$ cat config.mk
export PLATFORM = sky130hd
export DESIGN_NAME = qa_afu_top
export DESIGN_NICKNAME = d
export VERILOG_FILES = /design/src/design/qa_pkg.sv /design/src/design/afu_csr.sv /design/src/design/block_writer.sv /design/src/design/qa_afu_top.sv /design/src/design/status_writer.sv /design/src/design/write_arbiter.sv
export VERILOG_INCLUDE_DIRS = /design/src /design/src/design
export SDC_FILE = /design/constraint.sdc
export NUM_CORES = 1
export LEC_CHECK = 0
export BUFFER_PORTS_ARGS = -buffer_cell sky130_fd_sc_hd__buf_2
export CAP_MARGIN = 25
export CORE_MARGIN = 2
export CORE_UTILIZATION = 55
export CTS_BUF_LIST = sky130_fd_sc_hd__clkbuf_4 sky130_fd_sc_hd__clkbuf_8
export CTS_CLUSTER_DIAMETER = 50
export DETAILED_ROUTE_END_ITERATION = 10
export GPL_TIMING_DRIVEN = 0
export PLACE_DENSITY = 0.8
export SLEW_MARGIN = 20
export SYNTH_ARGS = -nofsm -noshare
export SYNTH_HDL_FRONTEND = slang
export SYNTH_HIERARCHICAL = 1
export SYNTH_SLANG_ARGS = --single-unit
$ cat constraint.sdc
create_clock -name clk -period 30.1 [get_ports clk]
set_input_delay 6.02 -clock clk [delete_from_list [all_inputs] [get_ports clk]]
set_output_delay 6.02 -clock clk [all_outputs]
set_load 0.05 [all_outputs]
$ cat src/design/qa_defines.svh
// ==================================================
// Widths and codes are fixed by the host link, so nothing here is meant to be overridden
// Status signature words fill the low four words of the status line only
// ==================================================
`ifndef QA_DEFINES_SVH
`define QA_DEFINES_SVH

// ==================================================
// Link widths
// ==================================================

// Cache-line address as carried on the Tx1 header
`define QA_CL_ADDR_W 32
// One full cache line per write
`define QA_CL_DATA_W 512
// Host CSR write address and data widths
`define QA_CSR_ADDR_W 8
`define QA_CSR_DATA_W 32
// Line count carried by the start command
`define QA_LINE_CNT_W 16
// Request-type field of the write header
`define QA_REQ_TYPE_W 4

// ==================================================
// CSR map and codes
// ==================================================

`define QA_CSR_DSM_BASE 8'h00
`define QA_CSR_BUF_BASE 8'h01
`define QA_CSR_START 8'h02

// Write-line request code as understood by the link
`define QA_REQ_WRLINE 4'h2

// Signature words for status words 0 to 3
`define QA_STATUS_SIG0 32'haced0000
`define QA_STATUS_SIG1 32'haced0001
`define QA_STATUS_SIG2 32'haced0002
`define QA_STATUS_SIG3 32'haced0003

`endif

$ cat src/design/qa_pkg.sv
// ==================================================
// Types shared by every block of the write path
// Struct layouts follow the Tx1 write channel and are not meant to change
// ==================================================
`include "qa_defines.svh"

package qa_pkg;

   // ==================================================
   // Plain vectors
   // ==================================================

   typedef logic [`QA_CL_ADDR_W-1:0] cl_addr_t;
   typedef logic [`QA_CL_DATA_W-1:0] cl_data_t;
   typedef logic [`QA_CSR_ADDR_W-1:0] csr_addr_t;
   typedef logic [`QA_CSR_DATA_W-1:0] csr_data_t;
   typedef logic [`QA_LINE_CNT_W-1:0] line_cnt_t;
   typedef logic [`QA_REQ_TYPE_W-1:0] req_type_t;

   // ==================================================
   // Structs
   // ==================================================

   // One host register write, valid for a single cycle
   typedef struct packed {
      logic      valid;
      csr_addr_t addr;
      csr_data_t data;
   } csr_write_t;

   // Configuration seen by both writers
   typedef struct packed {
      cl_addr_t  dsm_base;
      logic      dsm_base_valid;
      cl_addr_t  buf_base;
      line_cnt_t line_count;
   } afu_csr_t;

   typedef struct packed {
      req_type_t req_type;
      cl_addr_t  address;
   } write_header_t;

   // A requester holds this stable until it is granted
   typedef struct packed {
      logic          request;
      write_header_t header;
      cl_data_t      data;
   } write_req_t;

   // Grants are single-cycle pulses, at most one high
   typedef struct packed {
      logic status_grant;
      logic block_grant;
   } write_grant_t;

   typedef struct packed {
      logic          valid;
      write_header_t header;
      cl_data_t      data;
   } tx1_t;

   // ==================================================
   // State machines
   // ==================================================

   typedef enum logic {ST_IDLE, ST_DONE} status_state_t;
   typedef enum logic [1:0] {BLK_IDLE, BLK_WRITE, BLK_DONE} block_state_t;

endpackage

$ cat src/design/afu_csr.sv
// ==================================================
// Write-only register file, host reads are not supported
// Unknown addresses are dropped and the DSM base stays valid until reset
// ==================================================
`timescale 1ns/1ps
`include "qa_defines.svh"

module afu_csr import qa_pkg::*; (
   input  logic       clk,
   input  logic       resetb,
   input  csr_write_t csr_write,
   output afu_csr_t   csr,
   output logic       start
);

   // Configuration registers
   cl_addr_t  dsm_base_q;
   logic      dsm_base_valid_q;
   cl_addr_t  buf_base_q;
   line_cnt_t line_count_q;

   // ==================================================
   // Control state
   // ==================================================

   // The valid flag is sticky, and start is a one-cycle pulse after a START write
   always_ff @(posedge clk) begin
      if (!resetb) begin
         dsm_base_valid_q <= 1'b0;
         start            <= 1'b0;
      end else begin
         start <= csr_write.valid && (csr_write.addr == `QA_CSR_START);
         if (csr_write.valid && (csr_write.addr == `QA_CSR_DSM_BASE)) begin
            dsm_base_valid_q <= 1'b1;
         end
      end
   end

   // ==================================================
   // Register capture
   // ==================================================

   // The START command carries the line count in its low bits
   always_ff @(posedge clk) begin
      if (csr_write.valid) begin
         case (csr_write.addr)
            `QA_CSR_DSM_BASE: dsm_base_q <= csr_write.data;
            `QA_CSR_BUF_BASE: buf_base_q <= csr_write.data;
            `QA_CSR_START:    line_count_q <= csr_write.data[`QA_LINE_CNT_W-1:0];
            default: ;
         endcase
      end
   end

   // New values become visible the cycle after the write edge
   always_comb begin
      csr.dsm_base       = dsm_base_q;
      csr.dsm_base_valid = dsm_base_valid_q;
      csr.buf_base       = buf_base_q;
      csr.line_count     = line_count_q;
   end

   // ==================================================
   // Checks
   // ==================================================

   // Two START writes on back-to-back cycles would break this, and the host never does that
   a_start_single_cycle: assert property (
      @(posedge clk) disable iff (!resetb)
      start |=> !start
   ) else $error("start pulse lasted more than one cycle");

endmodule

$ cat src/design/block_writer.sv
// ==================================================
// Writes line_count pattern lines from the buffer base, one request at a time
// A start that arrives during a running block is ignored
// ==================================================
`timescale 1ns/1ps
`include "qa_defines.svh"

module block_writer import qa_pkg::*; (
   input  logic         clk,
   input  logic         resetb,
   input  afu_csr_t     csr,
   input  logic         start,
   output write_req_t   block_req,
   input  write_grant_t grant,
   output logic         block_done
);

   localparam int NUM_WORDS = `QA_CL_DATA_W / 32;

   block_state_t state;
   // Base and count are latched at start so CSR writes mid-block do not disturb it
   cl_addr_t     base_q;
   line_cnt_t    count_q;
   line_cnt_t    line_idx;
   cl_data_t     pattern;

   // ==================================================
   // FSM and line index
   // ==================================================

   always_ff @(posedge clk) begin
      if (!resetb) begin
         state    <= BLK_IDLE;
         line_idx <= '0;
      end else begin
         case (state)
            BLK_WRITE: begin
               // Advance only on a grant, the request holds otherwise
               if (grant.block_grant) begin
                  if (line_idx == count_q - 1'b1) begin
                     state <= BLK_DONE;
                  end else begin
                     line_idx <= line_idx + 1'b1;
                  end
               end
            end
            default: begin
               // IDLE and DONE both accept a new start, a zero count finishes at once
               if (start) begin
                  line_idx <= '0;
                  state    <= (csr.line_count == '0) ? BLK_DONE : BLK_WRITE;
               end
            end
         endcase
      end
   end

   always_ff @(posedge clk) begin
      if (start && (state != BLK_WRITE)) begin
         base_q  <= csr.buf_base;
         count_q <= csr.line_count;
      end
   end

   // ==================================================
   // Pattern line and request
   // ==================================================

   // Each 32-bit word holds the line index above the word number
   always_comb begin
      for (int w = 0; w < NUM_WORDS; w++) begin
         pattern[32*w +: 32] = {line_idx, 16'(w)};
      end
   end

   always_comb begin
      block_req.request         = (state == BLK_WRITE);
      block_req.header.req_type = `QA_REQ_WRLINE;
      block_req.header.address  = base_q + cl_addr_t'(line_idx);
      block_req.data            = pattern;
   end

   assign block_done = (state == BLK_DONE);

   a_grant_only_in_write: assert property (
      @(posedge clk) disable iff (!resetb)
      grant.block_grant |-> (state == BLK_WRITE)
   ) else $error("block grant outside of WRITE state");

endmodule

$ cat src/design/qa_afu_top.sv
// ==================================================
// Host-memory write path only, with no reads, CSR readback or completions
// tx1 follows the link almost-full level, nothing is dropped
// ==================================================
`timescale 1ns/1ps

module qa_afu_top import qa_pkg::*; (
   input  logic       clk,
   input  logic       resetb,
   input  csr_write_t csr_write,
   input  logic       tx_almost_full,
   output tx1_t       tx1,
   output logic       block_done
);

   // Configuration and start command from the CSR block
   afu_csr_t     csr;
   logic         start;

   // Requests into the arbiter and grants back out
   write_req_t   status_req;
   write_req_t   block_req;
   write_grant_t grant;

   afu_csr u_afu_csr (
      .clk       (clk),
      .resetb    (resetb),
      .csr_write (csr_write),
      .csr       (csr),
      .start     (start)
   );

   status_writer u_status_writer (
      .clk        (clk),
      .resetb     (resetb),
      .csr        (csr),
      .status_req (status_req),
      .grant      (grant)
   );

   block_writer u_block_writer (
      .clk        (clk),
      .resetb     (resetb),
      .csr        (csr),
      .start      (start),
      .block_req  (block_req),
      .grant      (grant),
      .block_done (block_done)
   );

   // Status line takes priority on the shared Tx1 channel
   write_arbiter u_write_arbiter (
      .clk            (clk),
      .resetb         (resetb),
      .status_req     (status_req),
      .block_req      (block_req),
      .tx_almost_full (tx_almost_full),
      .grant          (grant),
      .tx1            (tx1)
   );

endmodule

$ cat src/design/status_writer.sv
// ==================================================
// Writes one signature line to the DSM base, once per reset
// Later DSM base writes do not retrigger it
// ==================================================
`timescale 1ns/1ps
`include "qa_defines.svh"

module status_writer import qa_pkg::*; (
   input  logic         clk,
   input  logic         resetb,
   input  afu_csr_t     csr,
   output write_req_t   status_req,
   input  write_grant_t grant
);

   // Signature in words 0 to 3, the upper twelve words are zero
   localparam cl_data_t STATUS_LINE = {
      {(`QA_CL_DATA_W-128){1'b0}},
      `QA_STATUS_SIG3,
      `QA_STATUS_SIG2,
      `QA_STATUS_SIG1,
      `QA_STATUS_SIG0
   };

   status_state_t state;
   status_state_t next_state;

   // ==================================================
   // FSM
   // ==================================================

   always_ff @(posedge clk) begin
      if (!resetb) begin
         state <= ST_IDLE;
      end else begin
         state <= next_state;
      end
   end

   // Once granted the writer parks in DONE until reset
   always_comb begin
      next_state = state;
      if ((state == ST_IDLE) && grant.status_grant) begin
         next_state = ST_DONE;
      end
   end

   // ==================================================
   // Tx1 request
   // ==================================================

   // The line goes to offset zero of the DSM
   always_comb begin
      status_req.request         = (state == ST_IDLE) && csr.dsm_base_valid;
      status_req.header.req_type = `QA_REQ_WRLINE;
      status_req.header.address  = csr.dsm_base;
      status_req.data            = STATUS_LINE;
   end

   // A second status grant would mean the arbiter granted a dropped request
   a_no_grant_when_done: assert property (
      @(posedge clk) disable iff (!resetb)
      !(grant.status_grant && (state == ST_DONE))
   ) else $error("status grant while status writer is done");

endmodule

$ cat src/design/write_arbiter.sv
// ==================================================
// Fixed priority, the status writer always wins over the block writer
// No grant is given while the link is almost full
// ==================================================
`timescale 1ns/1ps

module write_arbiter import qa_pkg::*; (
   input  logic         clk,
   input  logic         resetb,
   input  write_req_t   status_req,
   input  write_req_t   block_req,
   input  logic         tx_almost_full,
   output write_grant_t grant,
   output tx1_t         tx1
);

   logic          status_grant;
   logic          block_grant;
   logic          any_grant;
   write_header_t win_header;
   cl_data_t      win_data;

   // Registered Tx1 stage
   logic          valid_q;
   write_header_t header_q;
   cl_data_t      data_q;

   // ==================================================
   // Grant logic
   // ==================================================

   // Back-pressure blocks both grants and the requests simply wait
   assign status_grant = status_req.request && !tx_almost_full;
   assign block_grant  = block_req.request && !status_req.request && !tx_almost_full;
   assign any_grant    = status_grant || block_grant;

   assign grant = '{status_grant: status_grant, block_grant: block_grant};

   // Winner select, only meaningful when a grant is given
   always_comb begin
      if (status_grant) begin
         win_header = status_req.header;
         win_data   = status_req.data;
      end else begin
         win_header = block_req.header;
         win_data   = block_req.data;
      end
   end

   // ==================================================
   // Tx1 output stage
   // ==================================================

   // A grant at one edge shows up as a Tx1 write in the following cycle
   always_ff @(posedge clk) begin
      if (!resetb) begin
         valid_q <= 1'b0;
      end else begin
         valid_q <= any_grant;
      end
   end

   always_ff @(posedge clk) begin
      if (any_grant) begin
         header_q <= win_header;
         data_q   <= win_data;
      end
   end

   assign tx1 = '{valid: valid_q, header: header_q, data: data_q};

   // A block request that is not granted keeps its request and header for the next cycle
   a_block_req_held: assert property (
      @(posedge clk) disable iff (!resetb)
      (block_req.request && !block_grant) |=>
         (block_req.request && $stable(block_req.header))
   ) else $error("block request dropped or changed before its grant");

endmodule
==> results of run 1 <==
-- kinds of logic after synthesis --
family | count (synthesis)
adder cells (fa/ha/maj) | 19
multiplexers | 551
flip-flops | 698
AO/OA/AOI/OAI | 80
other | 4
AND/OR/NAND/NOR | 159
XOR/XNOR | 45
buffers and inverters | 1137
-- routing by layer --
| layer | GRT usage | routed length (um) |
|---|---|---|
| met2 | 0.4185 | 46160 |
| met1 | 0.2296 | 31040 |
| met3 | 0.05403 | 4664 |
| met4 | 0.1233 | 4555 |
| met5 | 0 | 7 |
-- how the worst min path moves through the flow --
stage / startpoint / end / slack [ns] / cells past startpoint
after floorplan: u_afu_csr/buf_base_q[0]$_DFFE_PP_ / u_block_writer/base_q[0]$_DFFE_PP_ / 0.40 / 0
after global placement: u_afu_csr/buf_base_q[2]$_DFFE_PP_ / u_block_writer/base_q[2]$_DFFE_PP_ / 0.40 / 0
after detailed placement: u_afu_csr/buf_base_q[8]$_DFFE_PP_ / u_block_writer/base_q[8]$_DFFE_PP_ / 0.40 / 0
after CTS: u_afu_csr/buf_base_q[8]$_DFFE_PP_ / u_block_writer/base_q[8]$_DFFE_PP_ / 0.41 / 0
after global routing: u_afu_csr/buf_base_q[20]$_DFFE_PP_ / u_block_writer/base_q[20]$_DFFE_PP_ / 0.42 / 0
final: u_afu_csr/buf_base_q[4]$_DFFE_PP_ / u_block_writer/base_q[4]$_DFFE_PP_ / 0.41 / 0
-- stage by stage --
stage	hold WS (ns)	total power, uW	util
floorplan	0.4003	1195	-
global route	0.4219	2165	0.7023
global placement	0.4001	1201	0.6561
finish	0.4077	2088	0.7023
detailed placement	0.4045	1200	0.6675
CTS	0.4113	2105	0.7023
-- worst reg2reg max path, stage by stage, from the launching register on --
cell                       delay, ns
sky130_fd_sc_hd__dfxtp_2        0.75
sky130_fd_sc_hd__ha_1           0.39
sky130_fd_sc_hd__nor2b_1        0.16
sky130_fd_sc_hd__o31ai_1        0.36
sky130_fd_sc_hd__a21oi_1        0.29
sky130_fd_sc_hd__a211oi_1       0.42
sky130_fd_sc_hd__o21bai_1       0.10
sky130_fd_sc_hd__a21oi_1        0.73
sky130_fd_sc_hd__nor2_1         0.18
sky130_fd_sc_hd__xor2_1         0.20
sky130_fd_sc_hd__mux2_2         0.28
-- state kept, by name, summed over array words and instances (netlist names) --
name / count
u_write_arbiter/valid_q: 1
u_write_arbiter/data_q: 512
u_afu_csr/buf_base_q: 32
u_afu_csr/start: 1
u_block_writer/count_q: 16
u_afu_csr/line_count_q: 16
u_afu_csr/dsm_base_q: 32
u_block_writer/line_idx: 16
u_status_writer/state: 1
u_afu_csr/dsm_base_valid_q: 1
u_block_writer/base_q: 32
u_block_writer/state: 2
u_write_arbiter/tx1: 36
-- power groups by stage --
stage | Combinational (uW) | Clock (uW) | Sequential [uW]
after detailed placement | 122 | 0 | 1080
after floorplan | 112 | 0 | 1080
final | 131 | 898 | 1060
after global routing | 143 | 964 | 1060
after global placement | 120 | 0 | 1080
after CTS | 122 | 924 | 1060
-- final cells by class --
class                   instances  area [um2]  share of cell area
plain buffers                1119        9090              0.1801
clock inverters                37       289.0            0.005727
clock buffers                 179        2207             0.04374
well taps                     950        1189             0.02355
inverters                      18       67.56            0.001339
diodes                          2       5.005          0.00009917
multi-input cells            1630       13110              0.2598
repair buffers                631        3747             0.07426
flip-flops and latches        698       20760              0.4114
-- cell usage in the layout (no fill, tap or decap), drive strengths merged, types with 23 or more instances in the layout --
cell type | Yosys | layout
clkinv | 0 | 23
conb | 4 | 776
inv | 18 | 23
mux2 | 548 | 548
xnor2 | 27 | 27
buf | 1115 | 1746
nand2 | 29 | 29
clkbuf | 4 | 183
edfxtp | 676 | 676
a21oi | 24 | 24
==> run_summary.xml, run 1 <==
<?xml version="1.0" encoding="UTF-8"?>
<metrics>
  <group name="place">
    <metric name="pre_cts_ws" unit="ns">21.74</metric>
    <metric name="gpl.final_weighted_congestion" unit="">0.7990</metric>
    <metric name="dpl.cell_count" unit="">5046</metric>
    <metric name="dp_hpwl" unit="um">62460</metric>
    <metric name="io_buffer_count" unit="">593</metric>
    <metric name="placed_area" unit="mm2">0.04796</metric>
  </group>
  <group name="synth">
    <metric name="synth.area.top_cells" unit="">sky130_fd_sc_hd__edfxtp_1 (51%), sky130_fd_sc_hd__buf_4 (20%), sky130_fd_sc_hd__mux2_4 (19%)</metric>
    <metric name="ys.warnings.count" unit="">6</metric>
    <metric name="ys_top_cells_by_count" unit="">sky130_fd_sc_hd__buf_4 (1054), sky130_fd_sc_hd__edfxtp_1 (676), sky130_fd_sc_hd__mux2_4 (500), sky130_fd_sc_hd__buf_12 (55), sky130_fd_sc_hd__mux2_2 (48)</metric>
    <metric name="synth_simple_gate_area_frac" unit="">0.02297</metric>
    <metric name="ys_seq_area_frac" unit="">0.5174</metric>
    <metric name="synth_flop_type" unit="">sky130_fd_sc_hd__edfxtp_1</metric>
    <metric name="postSynthRegisterBits" unit="">698</metric>
    <metric name="yosysTopAreaCell" unit="">sky130_fd_sc_hd__edfxtp_1</metric>
    <metric name="synthXorXnorAreaFrac" unit="">0.009832</metric>
    <metric name="synthDistinctLibCells" unit="">59</metric>
    <metric name="synth.most_common_cell" unit="">sky130_fd_sc_hd__buf_4</metric>
    <metric name="synth-compound-area-share" unit="">0.01339</metric>
    <metric name="synth_top_family_by_area" unit="">buffers and inverters</metric>
    <metric name="synthesis.area_per_instance" unit="um2">14.89</metric>
    <metric name="postSynthCellCount" unit="">2693</metric>
    <metric name="postSynth.asyncResetShare" unit="">0</metric>
    <metric name="synth-adder-area-share" unit="">0.006118</metric>
    <metric name="yosysTopAreaCellShare" unit="">0.5064</metric>
    <metric name="mappedNetlistArea" unit="mm2">0.04009</metric>
    <metric name="synth-edff-count" unit="">676</metric>
    <metric name="synthMuxAreaShare" unit="">0.2015</metric>
  </group>
  <group name="grt">
    <metric name="number_of_antenna_violations_at_the_first_check_in_global_routing" unit="">3</metric>
    <metric name="largest_net_degree_at_the_start_of_global_routing" unit="">33</metric>
    <metric name="via_count_of_the_first_global_routing_pass" unit="">22770</metric>
    <metric name="grt_first_pass_wirelength" unit="um">125200</metric>
    <metric name="globalRouteOverflowTotal" unit="">0</metric>
    <metric name="grt_usage" unit="">0.2246</metric>
  </group>
  <group name="timing">
    <metric name="timing_max_transition_violations_final" unit="">0</metric>
    <metric name="layout_min_cycle_time" unit="ns">7.578</metric>
    <metric name="slew-limit-headroom" unit="">0.3961</metric>
    <metric name="setup_viol_count_final" unit="">0</metric>
    <metric name="worst_pin_slew" unit="ns">0.9058</metric>
    <metric name="finalWorstSetupSlack" unit="ns">22.52</metric>
    <metric name="finClkSkew" unit="ns">0.03329</metric>
    <metric name="grt_setup_unrepaired" unit="">false</metric>
    <metric name="final_clock_period_utilization_by_the_worst_path" unit="">0.2518</metric>
    <metric name="finalHoldViolations" unit="">0</metric>
    <metric name="final.setup.tns" unit="ns">0</metric>
    <metric name="max_freq" unit="GHz">0.1320</metric>
  </group>
  <group name="floorplan">
    <metric name="die_area" unit="mm2">0.07506</metric>
    <metric name="floorplan.rows" unit="">98</metric>
    <metric name="coreArea" unit="mm2">0.07185</metric>
    <metric name="io-pin-count" unit="">594</metric>
    <metric name="initial_core_utilization" unit="">0.5579</metric>
    <metric name="chipHeight" unit="um">274.0</metric>
    <metric name="die_extent_in_x" unit="um">274.0</metric>
  </group>
  <group name="clock_tree">
    <metric name="post_cts_repair_timing_setup_buffer_count" unit="">0</metric>
    <metric name="numCtsBuffers" unit="">130</metric>
    <metric name="cts_max_path_buffers" unit="">3</metric>
    <metric name="cts.root.buffer_cell" unit="">sky130_fd_sc_hd__clkbuf_8</metric>
    <metric name="cts_max_level" unit="">4</metric>
    <metric name="cts.repair.resized" unit="">0</metric>
    <metric name="cts.sink_count" unit="">698</metric>
    <metric name="hold_fix_buffers_cts" unit="">0</metric>
    <metric name="clkSlewWorstSetupHoldPaths" unit="ns">0.06</metric>
    <metric name="clk_latency" unit="ns">0.77</metric>
    <metric name="clock_tree_from_tritoncts" unit="">done</metric>
  </group>
  <group name="power">
    <metric name="vdd.ir_drop.worst" unit="mV">0.03426</metric>
    <metric name="p_int" unit="uW">1648</metric>
    <metric name="static-leakage-power" unit="uW">0.02498</metric>
    <metric name="p_clk_frac" unit="">0.430</metric>
    <metric name="comb_power_share" unit="">0.063</metric>
    <metric name="swShare" unit="">0.2110</metric>
    <metric name="seq_power_share" unit="">0.507</metric>
    <metric name="power.switching" unit="uW">440.6</metric>
    <metric name="p_per_cell_area" unit="mW/mm2">41.38</metric>
  </group>
  <group name="critical_path">
    <metric name="critPathSlowestCell" unit="">sky130_fd_sc_hd__buf_12</metric>
    <metric name="path_depth" unit="">10</metric>
    <metric name="ff2ff_path_depth" unit="">10</metric>
    <metric name="cpLargestDelayFamily" unit="">buffers and inverters</metric>
    <metric name="startpoint_type" unit="">input port</metric>
    <metric name="criticalPathCategory" unit="">in2reg</metric>
    <metric name="r2r_path_end" unit="">u_write_arbiter/tx1[540]$_DFFE_PP_</metric>
    <metric name="reg2reg_from" unit="">u_block_writer/line_idx[2]$_SDFFE_PN0P_</metric>
    <metric name="crit_buf_inv" unit="">9</metric>
    <metric name="reg2reg_setup_slack" unit="ns">26.00</metric>
    <metric name="critical_path_arrival" unit="ns">8.03</metric>
    <metric name="timing.critical_path.cells" unit="">buf_2, nor2_4, buf_12, buf_12, buf_12, buf_16, buf_12, buf_12, buf_16, buf_12</metric>
    <metric name="critPathRequiredTime" unit="ns">30.56</metric>
    <metric name="path_common_cell" unit="">sky130_fd_sc_hd__buf_12</metric>
    <metric name="crit_path_end" unit="">u_write_arbiter/data_q[265]$_DFFE_PP_</metric>
    <metric name="critical-path-max-stage-delay" unit="ns">0.22</metric>
    <metric name="worstSetupStartpoint" unit="">tx_almost_full</metric>
    <metric name="critPathMaxFanout" unit="">28</metric>
    <metric name="crit_path_end_kind" unit="">register</metric>
  </group>
  <group name="routing">
    <metric name="detail_route.first_pass.iterations" unit="">5</metric>
    <metric name="remaining_drc_errors" unit="">0</metric>
    <metric name="detail_route.iter0.violations" unit="">1103</metric>
    <metric name="routed-via-count" unit="">22390</metric>
    <metric name="post_drt_via_cell_ratio" unit="">4.254</metric>
    <metric name="drt.antenna.violating_nets" unit="">0</metric>
    <metric name="avgRoutedWirePerCell" unit="um">16.42</metric>
    <metric name="drt_wl_total" unit="um">86430</metric>
  </group>
  <group name="cells_and_area">
    <metric name="fin_cells" unit="">5264</metric>
    <metric name="layout.nets" unit="">4291</metric>
    <metric name="flow.area_growth_from_synthesis" unit="%">25.89</metric>
    <metric name="stdcell_area" unit="mm2">0.05046</metric>
    <metric name="layout-drive-gt1-share" unit="">0.5863</metric>
    <metric name="fillers" unit="">4872</metric>
  </group>
  <group name="status">
    <metric name="outcome" unit="">completed</metric>
  </group>
  <group name="flow_run">
    <metric name="max-cap-violations" unit="">0</metric>
  </group>
  <group name="min_path">
    <metric name="hold_class" unit="">reg2reg</metric>
  </group>
</metrics>
Power figures use the tool's default switching activity.
==> run 2: changes to the inputs <==
- PLACE_DENSITY: 0.8 -> 0.77
- clock period: 30.1 -> 7.65 ns (I/O delays scaled with it)
==> run 2 against run 1 <==
Net effect: clock-buffer cell count down 17; core utilization about the same; die area unchanged; global-route usage down 0.15 points; clock power rose to 3.9 times the previous value; register-to-register slack worse by 22 ns; sequential share of layout area about the same; power rose to 3.9 times the previous value; setup slack worse by 19 ns; sequential power rose to 3.9 times the previous value; clock skew down 0.00073 ns; largest cell class unchanged.
==> run_summary.xml, run 2 (synthesis results as in run 1) <==
<?xml version="1.0" encoding="UTF-8"?>
<metrics>
  <group name="status">
    <metric name="outcome" unit="">completed</metric>
  </group>
  <group name="grt">
    <metric name="use_met1" unit="">0.2398</metric>
    <metric name="number_of_antenna_violations_at_the_first_check_in_global_routing" unit="">5</metric>
    <metric name="grt_usage" unit="">0.2231</metric>
    <metric name="met2_grt_util" unit="">0.4091</metric>
    <metric name="largest_net_degree_at_the_start_of_global_routing" unit="">32</metric>
    <metric name="grt_most_used_layer" unit="">met2</metric>
    <metric name="globalRouteOverflowTotal" unit="">0</metric>
    <metric name="global_route_met3_utilization" unit="">0.05184</metric>
    <metric name="via_count_of_the_first_global_routing_pass" unit="">22070</metric>
    <metric name="grt_first_pass_wirelength" unit="um">124400</metric>
  </group>
  <group name="floorplan">
    <metric name="io-pin-count" unit="">594</metric>
    <metric name="die_area" unit="mm2">0.07506</metric>
    <metric name="initial_core_utilization" unit="">0.5579</metric>
    <metric name="floorplan.rows" unit="">98</metric>
    <metric name="die_extent_in_x" unit="um">274.0</metric>
    <metric name="coreArea" unit="mm2">0.07185</metric>
    <metric name="chipHeight" unit="um">274.0</metric>
  </group>
  <group name="power">
    <metric name="p_per_cell_area" unit="mW/mm2">162.7</metric>
    <metric name="vdd.ir_drop.worst" unit="mV">0.1551</metric>
    <metric name="static-leakage-power" unit="uW">0.02501</metric>
    <metric name="power" unit="uW">8217</metric>
  </group>
  <group name="critical_path">
    <metric name="critPathMaxFanout" unit="">23</metric>
    <metric name="criticalPathCategory" unit="">reg2reg</metric>
    <metric name="crit_buf_inv" unit="">0</metric>
    <metric name="critPathSlowestCell" unit="">sky130_fd_sc_hd__a21oi_1</metric>
    <metric name="path_common_cell" unit="">sky130_fd_sc_hd__a21oi_1</metric>
    <metric name="timing.critical_path.cells" unit="">ha_1, nor2b_1, o31ai_1, a21oi_1, a211oi_1, o21bai_1, a21oi_1, nand3b_1, xnor2_1, mux2_2</metric>
    <metric name="cpLargestDelayFamily" unit="">compound AO/OA/AOI/OAI gates</metric>
    <metric name="critical_path_arrival" unit="ns">4.56</metric>
    <metric name="critical-path-max-stage-delay" unit="ns">0.78</metric>
    <metric name="critPathRequiredTime" unit="ns">8.15</metric>
    <metric name="reg2reg_setup_slack" unit="ns">3.59</metric>
    <metric name="crit_path_end_kind" unit="">register</metric>
    <metric name="startpoint_type" unit="">register</metric>
  </group>
  <group name="cells_and_area">
    <metric name="layout-drive-gt1-share" unit="">0.5851</metric>
    <metric name="fillers" unit="">5070</metric>
    <metric name="regMostFlops" unit="">u_write_arbiter/data_q</metric>
    <metric name="largest_reg_flops" unit="">512</metric>
    <metric name="flow.area_growth_from_synthesis" unit="%">25.95</metric>
    <metric name="layout_commonest_cell" unit="">sky130_fd_sc_hd__buf_4</metric>
    <metric name="layout.nets" unit="">4292</metric>
    <metric name="layout.cells.most_common_list" unit="">sky130_fd_sc_hd__buf_4 (1060), sky130_fd_sc_hd__conb_1 (776), sky130_fd_sc_hd__edfxtp_1 (676)</metric>
  </group>
  <group name="routing">
    <metric name="detail_route.first_pass.iterations" unit="">5</metric>
    <metric name="avgRoutedWirePerCell" unit="um">16.13</metric>
    <metric name="remaining_drc_errors" unit="">0</metric>
    <metric name="routed-via-count" unit="">22280</metric>
    <metric name="drt_wl_total" unit="um">85100</metric>
    <metric name="post_drt_via_cell_ratio" unit="">4.223</metric>
    <metric name="detail_route.iter0.violations" unit="">1119</metric>
    <metric name="drt.antenna.violating_nets" unit="">0</metric>
  </group>
  <group name="timing">
    <metric name="final.setup.tns" unit="ns">0</metric>
    <metric name="timing_max_transition_violations_final" unit="">0</metric>
    <metric name="finalHoldViolations" unit="">0</metric>
    <metric name="whs" unit="ns">0.4106</metric>
    <metric name="max_freq" unit="GHz">0.2462</metric>
    <metric name="setup_viol_count_final" unit="">0</metric>
    <metric name="finClkSkew" unit="ns">0.03256</metric>
    <metric name="slew-limit-headroom" unit="">0.3462</metric>
    <metric name="layout_min_cycle_time" unit="ns">4.062</metric>
    <metric name="worst_pin_slew" unit="ns">0.9806</metric>
    <metric name="final_clock_period_utilization_by_the_worst_path" unit="">0.5309</metric>
    <metric name="grt_setup_unrepaired" unit="">false</metric>
  </group>
  <group name="clock_tree">
    <metric name="post_cts_repair_timing_setup_buffer_count" unit="">0</metric>
    <metric name="numCtsBuffers" unit="">130</metric>
    <metric name="clk_latency" unit="ns">0.75</metric>
    <metric name="cts.repair.resized" unit="">0</metric>
    <metric name="cts_max_path_buffers" unit="">3</metric>
    <metric name="hold_fix_buffers_cts" unit="">0</metric>
    <metric name="clock_tree_from_tritoncts" unit="">done</metric>
    <metric name="cts.root.buffer_cell" unit="">sky130_fd_sc_hd__clkbuf_8</metric>
    <metric name="clkSlewWorstSetupHoldPaths" unit="ns">0.06</metric>
    <metric name="cts_max_level" unit="">4</metric>
    <metric name="cts.sink_count" unit="">698</metric>
  </group>
  <group name="min_path">
    <metric name="hold_class" unit="">reg2reg</metric>
  </group>
  <group name="flow_run">
    <metric name="max-cap-violations" unit="">0</metric>
  </group>
  <group name="place">
    <metric name="gpl.final_weighted_congestion" unit="">0.7997</metric>
    <metric name="io_buffer_count" unit="">593</metric>
    <metric name="dp_hpwl" unit="um">61880</metric>
  </group>
</metrics>
==> run 2: cell count changes in the layout (fill, tap and decap cells not counted), sizes merged <==
cell / previous run / this run
bufinv: 3 / 6
inv: 23 / 24
clkinv: 23 / 46
clkinvlp: 6 / 5
diode: 2 / 3
clkbuf: 183 / 166
buf: 1746 / 1747
==> run 2: area by class of cell <==
class | instances | area [um2] | area share
buffer | 1119 | 9090 | 0.1800
multi-input combinational | 1630 | 13110 | 0.2597
antenna | 3 | 7.507 | 0.0001487
sequential | 698 | 20760 | 0.4111
clock inverter | 63 | 481.7 | 0.009541
timing repair buffer | 632 | 3756 | 0.07439
clock buffer | 162 | 2029 | 0.04020
inverter | 18 | 67.56 | 0.001338
tap | 950 | 1189 | 0.02354
==> run 2: stage by stage <==
stage               std cells  utilization  cell area, um2  setup slack, ns
floorplan                3465            -           42990           -2.372
global placement         5008       0.6562           47150           -6.478
detailed placement       5047       0.6676           47970            3.578
CTS                      5272       0.7026           50480            3.576
global route             5274       0.7026           50490            3.288
finish                   5275       0.7027           50490            3.588
==> run 2: worst reg2reg max path: cells and delay by family (launching register included) <==
family / cells / cell delay (ns)
fa+ha+maj: 1 / 0.40
flops: 1 / 0.77
compound gates: 5 / 1.88
mux: 1 / 0.27
simple gates: 2 / 0.40
xor+xnor: 1 / 0.09
==> run 2: final timing paths <==
check | cells after the start | startpoint | end
min reg2reg | 0 | u_afu_csr/buf_base_q[10]$_DFFE_PP_ | u_block_writer/base_q[10]$_DFFE_PP_
max reg2reg | 10 | u_block_writer/line_idx[2]$_SDFFE_PN0P_ | u_write_arbiter/tx1[536]$_DFFE_PP_
max | 10 | u_block_writer/line_idx[2]$_SDFFE_PN0P_ | u_write_arbiter/tx1[536]$_DFFE_PP_
min | 0 | u_afu_csr/buf_base_q[10]$_DFFE_PP_ | u_block_writer/base_q[10]$_DFFE_PP_
==> run 2: layer usage <==
layer,share of wire,up-vias,routed length (um)
met3,0.053,192,4504
met5,0.00040,-,34
li1,-,10860,-
met2,0.53,577,45350
met1,0.37,10640,31280
met4,0.046,6,3930
==> run 2: report_power, final <==
part / total [uW] / internal (uW) / switching [uW]
clock: 3540 / 1950 / 1580
combinational: 513 / 357 / 156
sequential: 4170 / 4170 / 1.29
total: 8220 / 6470 / 1740
==> run 3: changes to the inputs <==
- ABC_AREA: not set -> 1
- PLACE_DENSITY: 0.77 -> 0.81
- clock period: 7.65 -> 3.32 ns (I/O delays scaled with it)
==> run 3 against run 2 <==
Net effect: final cell count rose by 27%; final area fell by 1.6%; core utilization rose by 0.41 points; via count rose by 35%; clock power rose by 130%; area after synthesis fell by 2.2%; register-to-register slack got worse by 3.4 ns; synthesized cell count rose by 53%.
==> run_summary.xml, run 3 <==
<?xml version="1.0" encoding="UTF-8"?>
<metrics>
  <group name="min_path">
    <metric name="hold_class" unit="">in2reg</metric>
    <metric name="timing.hold.worst_path_depth" unit="">1</metric>
    <metric name="min_delay_worst_endpoint" unit="">u_afu_csr/line_count_q[7]$_DFFE_PP_</metric>
    <metric name="min-delay-start" unit="">csr_write[7]</metric>
  </group>
  <group name="floorplan">
    <metric name="chipHeight" unit="um">271.0</metric>
    <metric name="floorplan.rows" unit="">97</metric>
    <metric name="initial_core_utilization" unit="">0.5581</metric>
    <metric name="die_area" unit="mm2">0.07346</metric>
    <metric name="die_extent_in_x" unit="um">271.0</metric>
    <metric name="coreArea" unit="mm2">0.07027</metric>
    <metric name="io-pin-count" unit="">594</metric>
  </group>
  <group name="power">
    <metric name="vdd.ir_drop.worst" unit="mV">0.4282</metric>
    <metric name="p_per_cell_area" unit="mW/mm2">378.9</metric>
    <metric name="static-leakage-power" unit="uW">0.02615</metric>
  </group>
  <group name="critical_path">
    <metric name="crit_path_end_kind" unit="">register</metric>
    <metric name="ff2ff_path_depth" unit="">13</metric>
    <metric name="startpoint_type" unit="">register</metric>
    <metric name="critical-path-max-stage-delay" unit="ns">0.51</metric>
    <metric name="worstSetupStartpoint" unit="">u_block_writer/line_idx[1]$_SDFFE_PN0P_</metric>
    <metric name="timing.critical_path.cells" unit="">buf_12, inv_1, fa_1, o21ai_1, a21oi_1, o21ai_1, nand3_1, nand2_2, nand3_1, nor2_1, xor2_1, nand2_1, nand2_1</metric>
    <metric name="r2r_path_end" unit="">u_write_arbiter/tx1[538]$_DFFE_PP_</metric>
    <metric name="critPathRequiredTime" unit="ns">3.81</metric>
    <metric name="reg2reg_setup_slack" unit="ns">0.16</metric>
    <metric name="criticalPathCategory" unit="">reg2reg</metric>
    <metric name="critical_path_arrival" unit="ns">3.66</metric>
    <metric name="critPathMaxFanout" unit="">18</metric>
    <metric name="reg2reg_from" unit="">u_block_writer/line_idx[1]$_SDFFE_PN0P_</metric>
    <metric name="critPathSlowestCell" unit="">sky130_fd_sc_hd__dfxtp_2</metric>
  </group>
  <group name="routing">
    <metric name="remaining_drc_errors" unit="">0</metric>
    <metric name="drt.antenna.violating_nets" unit="">0</metric>
    <metric name="routed-via-count" unit="">30150</metric>
    <metric name="post_drt_via_cell_ratio" unit="">4.514</metric>
    <metric name="avgRoutedWirePerCell" unit="um">15.83</metric>
    <metric name="detail_route.first_pass.iterations" unit="">5</metric>
    <metric name="detail_route.iter0.violations" unit="">2184</metric>
    <metric name="drt_wl_total" unit="um">105700</metric>
  </group>
  <group name="grt">
    <metric name="largest_net_degree_at_the_start_of_global_routing" unit="">39</metric>
    <metric name="number_of_antenna_violations_at_the_first_check_in_global_routing" unit="">6</metric>
    <metric name="grt_first_pass_wirelength" unit="um">158300</metric>
    <metric name="globalRouteOverflowTotal" unit="">0</metric>
    <metric name="via_count_of_the_first_global_routing_pass" unit="">28550</metric>
    <metric name="grt_usage" unit="">0.2827</metric>
  </group>
  <group name="synth">
    <metric name="yosysTopAreaCellShare" unit="">0.5176</metric>
    <metric name="synth-edff-count" unit="">676</metric>
    <metric name="synth.area.top_cells" unit="">sky130_fd_sc_hd__edfxtp_1 (52%), sky130_fd_sc_hd__buf_4 (20%), sky130_fd_sc_hd__nand2_1 (12%)</metric>
    <metric name="synth_flop_type" unit="">sky130_fd_sc_hd__edfxtp_1</metric>
    <metric name="postSynthCellCount" unit="">4110</metric>
    <metric name="synthDistinctLibCells" unit="">40</metric>
    <metric name="synthesis.area_per_instance" unit="um2">9.542</metric>
    <metric name="postSynthRegisterBits" unit="">698</metric>
    <metric name="ys.warnings.count" unit="">6</metric>
    <metric name="ys_top_cells_by_count" unit="">sky130_fd_sc_hd__nand2_1 (1224), sky130_fd_sc_hd__buf_4 (1054), sky130_fd_sc_hd__edfxtp_1 (676), sky130_fd_sc_hd__nand3_1 (615), sky130_fd_sc_hd__buf_2 (168)</metric>
    <metric name="synth.most_common_cell" unit="">sky130_fd_sc_hd__nand2_1</metric>
    <metric name="ys_seq_area_frac" unit="">0.5288</metric>
    <metric name="mappedNetlistArea" unit="mm2">0.03922</metric>
    <metric name="yosysTopAreaCell" unit="">sky130_fd_sc_hd__edfxtp_1</metric>
    <metric name="postSynth.asyncResetShare" unit="">0</metric>
  </group>
  <group name="clock_tree">
    <metric name="cts_max_level" unit="">3</metric>
    <metric name="clkSlewWorstSetupHoldPaths" unit="ns">0.06</metric>
    <metric name="post_cts_repair_timing_setup_buffer_count" unit="">0</metric>
    <metric name="clk_latency" unit="ns">0.76</metric>
    <metric name="cts_max_path_buffers" unit="">3</metric>
    <metric name="clock_tree_from_tritoncts" unit="">done</metric>
    <metric name="numCtsBuffers" unit="">119</metric>
    <metric name="cts.root.buffer_cell" unit="">sky130_fd_sc_hd__clkbuf_8</metric>
    <metric name="cts.sink_count" unit="">698</metric>
  </group>
  <group name="timing">
    <metric name="timing_max_transition_violations_final" unit="">0</metric>
    <metric name="whs" unit="ns">0.1123</metric>
    <metric name="layout_min_cycle_time" unit="ns">3.163</metric>
    <metric name="grt_setup_unrepaired" unit="">false</metric>
    <metric name="final_clock_period_utilization_by_the_worst_path" unit="">0.9527</metric>
    <metric name="finalHoldViolations" unit="">0</metric>
    <metric name="finClkSkew" unit="ns">0.05715</metric>
    <metric name="max_freq" unit="GHz">0.3162</metric>
    <metric name="finalWorstSetupSlack" unit="ns">0.1571</metric>
    <metric name="slew-limit-headroom" unit="">0.3770</metric>
    <metric name="worst_pin_slew" unit="ns">0.9336</metric>
    <metric name="setup_viol_count_final" unit="">0</metric>
  </group>
  <group name="cells_and_area">
    <metric name="flow.area_growth_from_synthesis" unit="%">26.64</metric>
    <metric name="largest_reg_flops" unit="">512</metric>
    <metric name="layout_commonest_cell" unit="">sky130_fd_sc_hd__nand2_1</metric>
    <metric name="layout.cells.most_common_list" unit="">sky130_fd_sc_hd__nand2_1 (1223), sky130_fd_sc_hd__buf_4 (1053), sky130_fd_sc_hd__conb_1 (776)</metric>
    <metric name="regMostFlops" unit="">u_write_arbiter/data_q</metric>
    <metric name="layout.core_utilization" unit="">0.7067</metric>
    <metric name="layout-drive-gt1-share" unit="">0.3674</metric>
    <metric name="layout.nets" unit="">5697</metric>
    <metric name="fin_cells" unit="">6679</metric>
  </group>
  <group name="place">
    <metric name="pre_cts_ws" unit="ns">-0.09481</metric>
    <metric name="io_buffer_count" unit="">593</metric>
    <metric name="dpl.cell_count" unit="">6453</metric>
    <metric name="gpl.final_weighted_congestion" unit="">0.8881</metric>
    <metric name="dp_hpwl" unit="um">76560</metric>
  </group>
  <group name="status">
    <metric name="outcome" unit="">completed</metric>
  </group>
  <group name="flow_run">
    <metric name="max-cap-violations" unit="">0</metric>
  </group>
</metrics>
==> run 3: area by class of cell <==
class,count,area (um2)
Sequential cell,698,20760
Fill cell,5204,20610
Multi-Input combinational cell,2872,12310
Buffer,1239,8847
Timing Repair Buffer,631,3821
Clock buffer,149,1882
Tap cell,940,1176
Clock inverter,73,569.3
Inverter,73,282.8
Antenna cell,4,10.01
==> run 3: cells by family (layout without fill, tap and decap cells) <==
| kind of cell | after synthesis | after routing | synth area share |
|---|---|---|---|
| AND/OR/NAND/NOR | 1968 | 1968 | 0.2132 |
| buffers and inverters | 1312 | 2165 | 0.2320 |
| XOR/XNOR | 54 | 54 | 0.01206 |
| AO/OA/AOI/OAI | 55 | 55 | 0.007306 |
| flip-flops | 698 | 698 | 0.5288 |
| other | 4 | 780 | 0.0003827 |
| adder cells (fa/ha/maj) | 19 | 19 | 0.006253 |
==> run 3: repair_timing <==
action / in CTS / in global routing
hold buffers: 0 / 0
gates resized for setup: 1 / 1
setup endpoints to repair: 4 / 1
==> run 3: worst max path at each step <==
stage | end | slack (ns) | depth (start not counted)
after floorplan | u_write_arbiter/data_q[0]$_DFFE_PP_ | -6.21 | 7
after global placement | u_write_arbiter/data_q[390]$_DFFE_PP_ | -10.34 | 5
after detailed placement | u_write_arbiter/tx1[538]$_DFFE_PP_ | -0.09 | 14
after CTS | u_write_arbiter/tx1[538]$_DFFE_PP_ | 0.06 | 14
after global routing | u_write_arbiter/tx1[538]$_DFFE_PP_ | 0.01 | 14
final | u_write_arbiter/tx1[538]$_DFFE_PP_ | 0.16 | 13
==> run 3: routing by layer <==
| metal | vias up | share of wire | global-route usage |
|---|---|---|---|
| li1 | 14870 | - | - |
| met2 | 1126 | 0.49 | 0.4841 |
| met1 | 13880 | 0.38 | 0.3337 |
| met5 | - | 0.00010 | 0 |
| met4 | 2 | 0.057 | 0.1582 |
| met3 | 272 | 0.073 | 0.05450 |
==> run 3: worst max-delay path, delay by kind of cell, from the launching register on <==
family          cells  cell delay, ns
simple gates        6            0.76
compound gates      3            0.66
flops               1            0.51
fa+ha+maj           1            0.48
buf+inv             2            0.38
xor+xnor            1            0.08
==> run 3: power breakdown <==
part	internal (uW)	switching (uW)
logic	697	529
clock network	4260	3730
registers	9600	2.99
total	14600	4260
==> run 3: per-stage QoR <==
step,TNS [ns],total power [uW],area (um2)
floorplan,-3400.46,10810,42170
global route,0,19480,49660
finish,0,18820,49660
detailed placement,-0.1312,10920,47200
CTS,0,18870,49650
global placement,-5648.61,10920,46320
